**src/common/isa_pkg.sv**
```systemverilog
`default_nettype none

package isa_pkg;

	typedef logic [31:0] word;
	typedef logic [3:0]  reg_num;
	typedef logic [3:0]  cond_code;

	localparam cond_code COND_AL = 4'he;
	localparam cond_code COND_NV = 4'hf; // Not valid on this core

	localparam reg_num R_PC = 4'd15;

	typedef enum logic [3:0] {
		DP_AND,
		DP_EOR,
		DP_SUB,
		DP_RSB,
		DP_ADD,
		DP_ADC,
		DP_SBC,
		DP_RSC,
		DP_TST,
		DP_TEQ,
		DP_CMP,
		DP_CMN,
		DP_ORR,
		DP_MOV,
		DP_BIC,
		DP_MVN
	} dp_opcode;

	typedef enum logic [1:0] {
		SHIFT_LSL,
		SHIFT_LSR,
		SHIFT_ASR,
		SHIFT_ROR
	} shift_type;

endpackage

`default_nettype wire

```
**src/common/uarch_pkg.sv**
```systemverilog
`default_nettype none

package uarch_pkg;

	import isa_pkg::*;

	typedef struct packed {
		logic execute;      // Data-processing class
		logic undefined;
		logic conditional;  // Condition other than AL
		logic writeback;    // Writes rd
		logic update_flags;
		logic restore_spsr;
		logic branch;
		logic ldst;
		logic mul;
		logic psr;
	} ctrl_decode;

	typedef struct packed {
		logic      is_imm;
		logic[7:0] imm;
		logic[3:0] rotate;      // Rotate right by twice this
		shift_type shift;
		logic      shift_by_reg;
		logic[4:0] shift_imm;
		reg_num    rm;
		reg_num    rs;
	} snd_decode;

	typedef struct packed {
		dp_opcode op;
		reg_num   rn;
		reg_num   rd;
		logic     uses_rn;
	} data_decode;

	typedef struct packed {
		logic       load;
		logic       byte_access;
		logic       pre_index;
		logic       increment;
		logic       writeback;  // Base register update
		reg_num     rn;
		reg_num     rd;
		logic[11:0] off_imm;
		logic       off_is_imm;
	} ldst_decode;

	typedef struct packed {
		logic   accumulate;
		reg_num rd;
		reg_num rn;
		reg_num rs;
		reg_num rm;
	} mul_decode;

	typedef struct packed {
		logic   saved;       // SPSR instead of CPSR
		logic   write;       // MSR
		logic   wr_flags;
		logic   wr_control;
		reg_num rd;
	} psr_decode;

	typedef struct packed {
		logic link;
		word  offset;  // Sign-extended byte offset
	} branch_decode;

	typedef struct packed {
		cond_code     cond;
		ctrl_decode   ctrl;
		snd_decode    snd;
		data_decode   data;
		ldst_decode   ldst;
		mul_decode    mul;
		psr_decode    psr;
		branch_decode branch;
	} insn_decode;

endpackage

`default_nettype wire

```
**src/core/decode/core_decode_mux.sv**
```systemverilog
`default_nettype none

module core_decode_mux
(
	input  isa_pkg::word          insn,
	input  logic                  data_writeback,
	input  logic                  data_update_flags,
	input  logic                  data_restore_spsr,
	input  logic                  data_is_imm,
	input  logic                  ldst_is_imm,
	input  logic                  psr_is_imm,
	input  logic                  psr_write,
	input  logic                  mul_update_flags,

	output uarch_pkg::ctrl_decode ctrl,
	output logic                  snd_is_imm
);

	import isa_pkg::*;

	logic nv, mul_space, misc_space;
	logic is_data, is_ldst, is_mul, is_psr, is_branch;

	assign nv = insn[31:28] == COND_NV;
	assign mul_space = insn[27:25] == 3'b000 && insn[7] && insn[4]; // Multiply and extension space
	assign misc_space = insn[27:26] == 2'b00 && insn[24:23] == 2'b10 && !insn[20]; // Compare, no S

	assign is_mul = !nv && insn[27:22] == 6'b000000 && insn[7:4] == 4'b1001;
	assign is_psr = !nv
	             && ((insn[27:23] == 5'b00010 && !insn[20] && insn[7:4] == 4'b0000)
	              || (insn[27:23] == 5'b00110 && insn[21:20] == 2'b10));
	assign is_data = !nv && insn[27:26] == 2'b00 && !mul_space && !misc_space;
	assign is_ldst = !nv && insn[27:26] == 2'b01 && !(insn[25] && insn[4]);
	assign is_branch = !nv && insn[27:25] == 3'b101;

	always_comb begin
		ctrl = '0;
		ctrl.conditional = insn[31:28] != COND_AL;
		ctrl.execute = is_data;
		ctrl.ldst = is_ldst;
		ctrl.mul = is_mul;
		ctrl.psr = is_psr;
		ctrl.branch = is_branch;
		ctrl.undefined = !(is_data || is_ldst || is_mul || is_psr || is_branch);
		snd_is_imm = 1'b0;

		if (is_data) begin
			ctrl.writeback = data_writeback;
			ctrl.update_flags = data_update_flags;
			ctrl.restore_spsr = data_restore_spsr;
			snd_is_imm = data_is_imm;
		end else if (is_ldst) begin
			ctrl.writeback = insn[20]; // Loads write rd
			snd_is_imm = ldst_is_imm;
		end else if (is_mul) begin
			ctrl.writeback = 1'b1;
			ctrl.update_flags = mul_update_flags;
		end else if (is_psr) begin
			ctrl.writeback = !psr_write; // MRS only
			snd_is_imm = psr_is_imm;
		end else if (is_branch)
			ctrl.writeback = insn[24]; // Link register
	end

endmodule

`default_nettype wire

```
**src/core/decode/core_decode_snd.sv**
```systemverilog
`default_nettype none

module core_decode_snd
(
	input  isa_pkg::word         insn,
	input  logic                 is_imm,

	output uarch_pkg::snd_decode decode,
	output logic                 undefined
);

	import isa_pkg::*;

	always_comb begin
		decode = '0;
		decode.is_imm = is_imm;

		if (is_imm) begin
			decode.imm = insn[7:0];
			decode.rotate = insn[11:8];
		end else begin
			decode.rm = insn[3:0];
			decode.shift = shift_type'(insn[6:5]);
			decode.shift_by_reg = insn[4];
			if (insn[4])
				decode.rs = insn[11:8];
			else
				decode.shift_imm = insn[11:7];
		end
	end

	// PC is not allowed in a register-specified shift
	assign undefined = decode.shift_by_reg && (decode.rs == R_PC || decode.rm == R_PC);

endmodule

`default_nettype wire

```
**src/core/decode/core_decode_data.sv**
```systemverilog
`default_nettype none

module core_decode_data
(
	input  isa_pkg::word          insn,

	output uarch_pkg::data_decode decode,
	output logic                  writeback,
	output logic                  update_flags,
	output logic                  restore_spsr,
	output logic                  is_imm
);

	import isa_pkg::*;

	logic compare;

	assign decode.op = dp_opcode'(insn[24:21]);
	assign decode.rn = insn[19:16];
	assign decode.rd = insn[15:12];
	assign decode.uses_rn = decode.op != DP_MOV && decode.op != DP_MVN;

	assign compare = insn[24:23] == 2'b10; // TST, TEQ, CMP, CMN

	assign writeback = !compare;
	assign update_flags = insn[20] || compare;
	assign restore_spsr = insn[20] && decode.rd == R_PC; // MOVS pc and friends
	assign is_imm = insn[25];

endmodule

`default_nettype wire

```
**src/core/decode/core_decode_ldst_single.sv**
```systemverilog
`default_nettype none

module core_decode_ldst_single
(
	input  isa_pkg::word          insn,

	output uarch_pkg::ldst_decode decode,
	output logic                  is_imm
);

	assign decode.load = insn[20];
	assign decode.byte_access = insn[22];
	assign decode.pre_index = insn[24];
	assign decode.increment = insn[23];
	assign decode.writeback = insn[21] || !insn[24]; // Post-index always updates base

	assign decode.rn = insn[19:16];
	assign decode.rd = insn[15:12];

	// Bit 25 set means a shifted register offset
	assign decode.off_is_imm = !insn[25];
	assign decode.off_imm = insn[25] ? 12'd0 : insn[11:0];

	assign is_imm = !insn[25];

endmodule

`default_nettype wire

```
**src/core/decode/core_decode_mul.sv**
```systemverilog
`default_nettype none

module core_decode_mul
(
	input  isa_pkg::word         insn,

	output uarch_pkg::mul_decode decode,
	output logic                 update_flags
);

	assign decode.accumulate = insn[21]; // MLA
	assign decode.rd = insn[19:16];      // Swapped against data processing
	assign decode.rn = insn[15:12];
	assign decode.rs = insn[11:8];
	assign decode.rm = insn[3:0];

	assign update_flags = insn[20];

endmodule

`default_nettype wire

```
**src/core/decode/core_decode_psr.sv**
```systemverilog
`default_nettype none

module core_decode_psr
(
	input  isa_pkg::word         insn,

	output uarch_pkg::psr_decode decode,
	output logic                 write,
	output logic                 is_imm
);

	assign write = insn[21]; // MSR
	assign is_imm = insn[25];

	assign decode.saved = insn[22];
	assign decode.write = write;

	// Field mask, only f and c exist here
	assign decode.wr_flags = write && insn[19];
	assign decode.wr_control = write && insn[16];

	assign decode.rd = write ? 4'd0 : insn[15:12];

endmodule

`default_nettype wire

```
**src/core/decode/core_decode.sv**
```systemverilog
`default_nettype none

module core_decode
(
	input  isa_pkg::word          insn,

	output uarch_pkg::insn_decode dec
);

	import uarch_pkg::*;

	ctrl_decode ctrl, dec_ctrl;
	snd_decode dec_snd;
	data_decode dec_data;
	ldst_decode dec_ldst;
	mul_decode dec_mul;
	psr_decode dec_psr;
	branch_decode dec_branch;

	logic data_writeback, data_update_flags, data_restore_spsr, data_is_imm;
	logic ldst_is_imm, psr_is_imm, psr_write, mul_update_flags;
	logic snd_is_imm, snd_undefined;

	assign dec.cond = insn[31:28];
	assign dec.ctrl = dec_ctrl;
	assign dec.snd = dec_snd;
	assign dec.data = dec_data;
	assign dec.ldst = dec_ldst;
	assign dec.mul = dec_mul;
	assign dec.psr = dec_psr;
	assign dec.branch = dec_branch;

	// ------------------------------------------------------------------------
	// Groups

	core_decode_mux mux
	(
		.*
	);

	core_decode_snd snd_operand
	(
		.decode(dec_snd),
		.is_imm(snd_is_imm),
		.undefined(snd_undefined),
		.*
	);

	core_decode_data group_data
	(
		.decode(dec_data),
		.writeback(data_writeback),
		.update_flags(data_update_flags),
		.restore_spsr(data_restore_spsr),
		.is_imm(data_is_imm),
		.*
	);

	core_decode_ldst_single group_ldst_single
	(
		.decode(dec_ldst),
		.is_imm(ldst_is_imm),
		.*
	);

	core_decode_mul group_mul
	(
		.decode(dec_mul),
		.update_flags(mul_update_flags),
		.*
	);

	core_decode_psr group_psr
	(
		.decode(dec_psr),
		.write(psr_write),
		.is_imm(psr_is_imm),
		.*
	);

	// ------------------------------------------------------------------------
	// Branch and final control

	assign dec_branch.link = insn[24];
	assign dec_branch.offset = {{6{insn[23]}}, insn[23:0], 2'b00}; // Words to bytes

	// A bad register shift turns a data instruction into an undefined one
	always_comb begin
		dec_ctrl = ctrl;
		if (ctrl.execute && snd_undefined) begin
			dec_ctrl.execute = 1'b0;
			dec_ctrl.undefined = 1'b1;
			dec_ctrl.writeback = 1'b0;
			dec_ctrl.update_flags = 1'b0;
			dec_ctrl.restore_spsr = 1'b0;
		end
	end

endmodule

`default_nettype wire

```
**src/hw/core_decode_stage.sv**
```systemverilog
`default_nettype none

module core_decode_stage
(
	input  logic                  clk,
	input  logic                  reset,

	input  logic                  in_valid,
	output logic                  in_ready,
	input  isa_pkg::word          insn,

	output logic                  out_valid,
	input  logic                  out_ready,
	output uarch_pkg::insn_decode dec
);

	import uarch_pkg::*;

	insn_decode next_dec;

	core_decode decoder
	(
		.insn(insn),
		.dec(next_dec)
	);

	// ------------------------------------------------------------------------
	// Pipeline register

	assign in_ready = !out_valid || out_ready; // Empty or draining

	always_ff @(posedge clk)
		if (reset)
			out_valid <= 1'b0;
		else if (in_ready)
			out_valid <= in_valid;

	always_ff @(posedge clk)
		if (in_valid && in_ready)
			dec <= next_dec;

endmodule

`default_nettype wire

```
**config.mk**
```make
export PLATFORM = sky130hd
export DESIGN_NAME = core_decode_stage
export DESIGN_NICKNAME = d
export VERILOG_FILES = /design/src/common/isa_pkg.sv /design/src/common/uarch_pkg.sv /design/src/core/decode/core_decode_mux.sv /design/src/core/decode/core_decode_snd.sv /design/src/core/decode/core_decode_data.sv /design/src/core/decode/core_decode_ldst_single.sv /design/src/core/decode/core_decode_mul.sv /design/src/core/decode/core_decode_psr.sv /design/src/core/decode/core_decode.sv /design/src/hw/core_decode_stage.sv
export SDC_FILE = /design/constraint.sdc
export NUM_CORES = 1
export LEC_CHECK = 0
export BUFFER_PORTS_ARGS = -buffer_cell sky130_fd_sc_hd__buf_2
export CAP_MARGIN = 0
export CORE_UTILIZATION = 40
export CTS_CLUSTER_SIZE = 12
export DETAILED_ROUTE_END_ITERATION = 12
export PLACE_DENSITY = 0.71
export SLEW_MARGIN = 20
export SYNTH_ARGS = -nofsm -noshare
export SYNTH_HDL_FRONTEND = slang
export SYNTH_SLANG_ARGS = --single-unit
```
**constraint.sdc**
```tcl
create_clock -name clk -period 3 [get_ports clk]
set_input_delay 0.6 -clock clk [delete_from_list [all_inputs] [get_ports clk]]
set_output_delay 0.6 -clock clk [all_outputs]
set_load 0.005 [all_outputs]
```
==> results by group <==
Logic synthesis
  – Number of storage elements in the synthesis netlist: 90
  – Post-synthesis average cell area: 15.0 sq um
  – Cells after Synth: 252
  – Yosys warnings: 0
  – Sequential share of the synthesized area: 71.4%
  – Unique cell type count in the Yosys netlist: 34
  – Syn Std Cell Area: 3770 sq um

CTS
  – Hold-fix buffer count after cts: 0
  – Number of buffers on the longest clock path: 2
  – Total clock buffers created by CTS: 9
  – Cell chosen for the clock root: sky130_fd_sc_hd__clkbuf_8
  – Clock transition at path regs: 90 ps
  – Number of levels the H-tree was split into: 3
  – Number of setup buffers added after CTS: 0
  – Clock sinks: 90
  – Post-cts repair resize count: 0
  – Clock latency reported for the late side of the worst-skew pair: 360 ps
  – Clock tree from TritonCTS: yes

Placed design
  – Number of cells in the design after placement: 488
  – Dpl cell area: 4440 sq um
  – Port Buffers: 175
  – Weighted congestion reported at the end of routability-driven placement: 0.819
  – Estimated wirelength of the detail-placed design: 5.52 mm
  – Setup slack at placement: 665 ps

Worst hold path
  – Worst hold path class: in2reg
  – Depth of the worst hold-timing path: 2

Setup path
  – Launch point of the worst reg-to-reg path: out_valid
  – Critical path cell sequence: buf_2, nor3b_4, a311oi_4, a211oi_4, nor3_1, or4_1
  – Largest stage delay on the critical path: 400 ps
  – Type of the worst setup path: in2reg
  – Critical path origin: insn[20]
  – Destination of the critical timing path: dec[132]
  – Crit path capture type: register
  – Setup slack, reg-to-reg: 1530 ps
  – Startpoint class of the critical path: input pin
  – CP Data Required Time: 3100 ps
  – Capturing point of the worst reg2reg path: dec[13]
  – Critical-path cell with the highest stage delay: sky130_fd_sc_hd__or4_1
  – Data arrival at the endpoint of the critical path: 2050 ps
  – Number of cell instances on the worst register-to-register path: 3
  – Worst-path fanout max: 6

Power
  – Switching share of power: 24.3%
  – Leak Pwr: 1.94 nW
  – Power dissipated by switching net loads: 613 uW
  – Total power divided by cell area: 547 nW/um^2
  – Clock group share of total power: 29.0%
  – Power consumption: 2.52 mW
  – Combinational Power Share: 11.3%
  – Cell-internal power: 1.91 mW
  – Relative contribution of sequential cells to total power: 59.6%
  – Peak VDD IR: 0.253 mV

Die
  – Starting density of the core: 41.0%
  – Die Outline Area: 9820 sq um
  – Row Count: 35
  – Core region area: 9200 sq um
  – Die H: 99.1 microns
  – Number of ports placed on the die boundary: 178
  – Chip width: 99.1 microns

Detailed routing
  – DRT Wirelength: 7.63 mm
  – Via density per instance: 4.70
  – Vias after detailed routing: 2,371
  – DRC errors left: 0
  – Number of nets with antenna violations after routing: 0
  – Number of violations reported at the end of detailed-routing iteration 0: 88
  – First drt pass iteration count: 4
  – Wirelength per Cell: 15.1 microns

Layout
  – Non-filler cells in the finished layout: 504
  – Post-route design area: 4610 sq um
  – Number of nets in the final layout: 424
  – Number of antenna cells inserted: 0
  – Share of final-layout standard cells stronger than drive strength 1: 50.9%
  – Area growth, synth to finish: 22.2%
  – Top library cells by usage in the layout, fill and taps aside: 175 x sky130_fd_sc_hd__buf_2, 89 x sky130_fd_sc_hd__edfxtp_1, 23 x sky130_fd_sc_hd__and2_1
  – Most common cell after layout, fill and taps aside: sky130_fd_sc_hd__buf_2

STA
  – Unrepaired setup endpoints after global routing: no
  – Peak Freq: 513 MHz
  – Setup Skew: 11.7 ps
  – Final count of negative-setup-slack endpoints: 0
  – Max-slew violation count: 0
  – PnR worst setup slack: 1050 ps
  – Sum of negative setup slack: 0 ps
  – Post-layout minimum cycle time: 1950 ps
  – Final Hold Violating Endpoints: 0
  – Share of the clock period used by the worst path: 65.0%

Global route
  – Via count of the first global-routing pass: 2,299
  – Congestion Overflow GR: 0
  – Largest net degree at the start of global routing: 45
  – Wire length of the first global-routing pass: 11.6 mm
  – Number of antenna violations at the first check in global routing: 0
  – Global-route total usage across every layer: 15.9%

Run status
  – Run status: finished clean

Job
  – Max Cap Viol: 0
==> sequential cells by signal, summed over array words and instances (netlist names) <==
name	count
dec	89
out_valid	1
==> critical path: cells and delay by family <==
family                 cells  cell delay [ps]
AOI/OAI and AO/OA          2              460
buffers and inverters      1              150
and+or+nand+nor            3              830
==> synthesized netlist by cell type <==
cell	number	share of area, %
sky130_fd_sc_hd__inv_1	6	0.60
sky130_fd_sc_hd__nand4_1	4	0.66
sky130_fd_sc_hd__dfxtp_1	1	0.53
sky130_fd_sc_hd__nor4_1	2	0.33
sky130_fd_sc_hd__and2_1	24	4.0
sky130_fd_sc_hd__or4b_2	1	0.27
sky130_fd_sc_hd__nand3_1	2	0.27
sky130_fd_sc_hd__a2bb2oi_1	1	0.23
sky130_fd_sc_hd__nor2b_1	22	3.7
sky130_fd_sc_hd__nor3_1	2	0.27
sky130_fd_sc_hd__a21oi_1	4	0.53
sky130_fd_sc_hd__nand3b_1	1	0.20
sky130_fd_sc_hd__a211oi_4	1	0.53
sky130_fd_sc_hd__and4_1	1	0.23
sky130_fd_sc_hd__conb_1	1	0.099
sky130_fd_sc_hd__xnor2_1	1	0.23
sky130_fd_sc_hd__edfxtp_1	89	71
sky130_fd_sc_hd__or4b_1	1	0.27
sky130_fd_sc_hd__o211ai_1	1	0.20
sky130_fd_sc_hd__a41o_1	1	0.27
sky130_fd_sc_hd__a21bo_2	1	0.27
sky130_fd_sc_hd__or4_1	3	0.60
sky130_fd_sc_hd__o21ai_0	4	0.53
sky130_fd_sc_hd__buf_4	51	10
sky130_fd_sc_hd__buf_2	1	0.13
sky130_fd_sc_hd__nand2_1	4	0.40
sky130_fd_sc_hd__nor3b_4	1	0.50
sky130_fd_sc_hd__a311oi_4	1	0.70
sky130_fd_sc_hd__nor4b_1	1	0.23
sky130_fd_sc_hd__nand4b_1	1	0.23
sky130_fd_sc_hd__nor2_1	11	1.1
sky130_fd_sc_hd__nand2b_1	2	0.33
sky130_fd_sc_hd__clkbuf_1	4	0.40
sky130_fd_sc_hd__o31ai_1	1	0.20
==> cells by family after synthesis <==
group	after synthesis	share of synthesized area, %
DFF	90	71.4
AOI/OAI and AO/OA	15	3.45
buffers and inverters	62	11.3
and+or+nand+nor	83	13.5
other	1	0.0995
xor gates and xnor gates	1	0.232
==> routing by layer <==
metal	up-vias	global-route usage [%]	part of all wire (%)
met3	14	5.25	6.8
li1	1120	-	-
met2	109	27.1	50
met4	0	7.58	1.8
met5	-	0	0
met1	1128	18.1	41
==> power by group through the flow <==
stage | Combinational (mW) | Sequential (mW) | Clock [mW]
finish | 0.285 | 1.50 | 0.732
global route | 0.317 | 1.51 | 0.802
CTS | 0.292 | 1.50 | 0.761
detailed placement | 0.291 | 1.53 | 0
global placement | 0.286 | 1.53 | 0
floorplan | 0.143 | 1.55 | 0
==> worst min path at each step <==
stage / start / endpoint / slack [ps]
global route: insn[18] / dec[55] / 380
global placement: out_valid / out_valid / 490
detailed placement: out_valid / out_valid / 510
CTS: reset / out_valid / 390
floorplan: out_valid / out_valid / 520
finish: reset / out_valid / 410
==> per-stage QoR <==
| step | hold WS (ps) | utilization, % |
|---|---|---|
| finish | 406 | 50.1 |
| global placement | 494 | 48.3 |
| global route | 382 | 50.1 |
| CTS | 389 | 50.1 |
| floorplan | 522 | - |
| detailed placement | 515 | 48.3 |
==> area by class of cell <==
cell class | instances | area, sq um
sequential | 90 | 2690
timing repair buffer | 180 | 926
tap | 111 | 139
clock inverter | 6 | 42.5
inverter | 6 | 22.5
fill | 831 | 4590
clock buffer | 10 | 128
multi-input combinational | 101 | 658
Power figures use the tool's default switching activity.
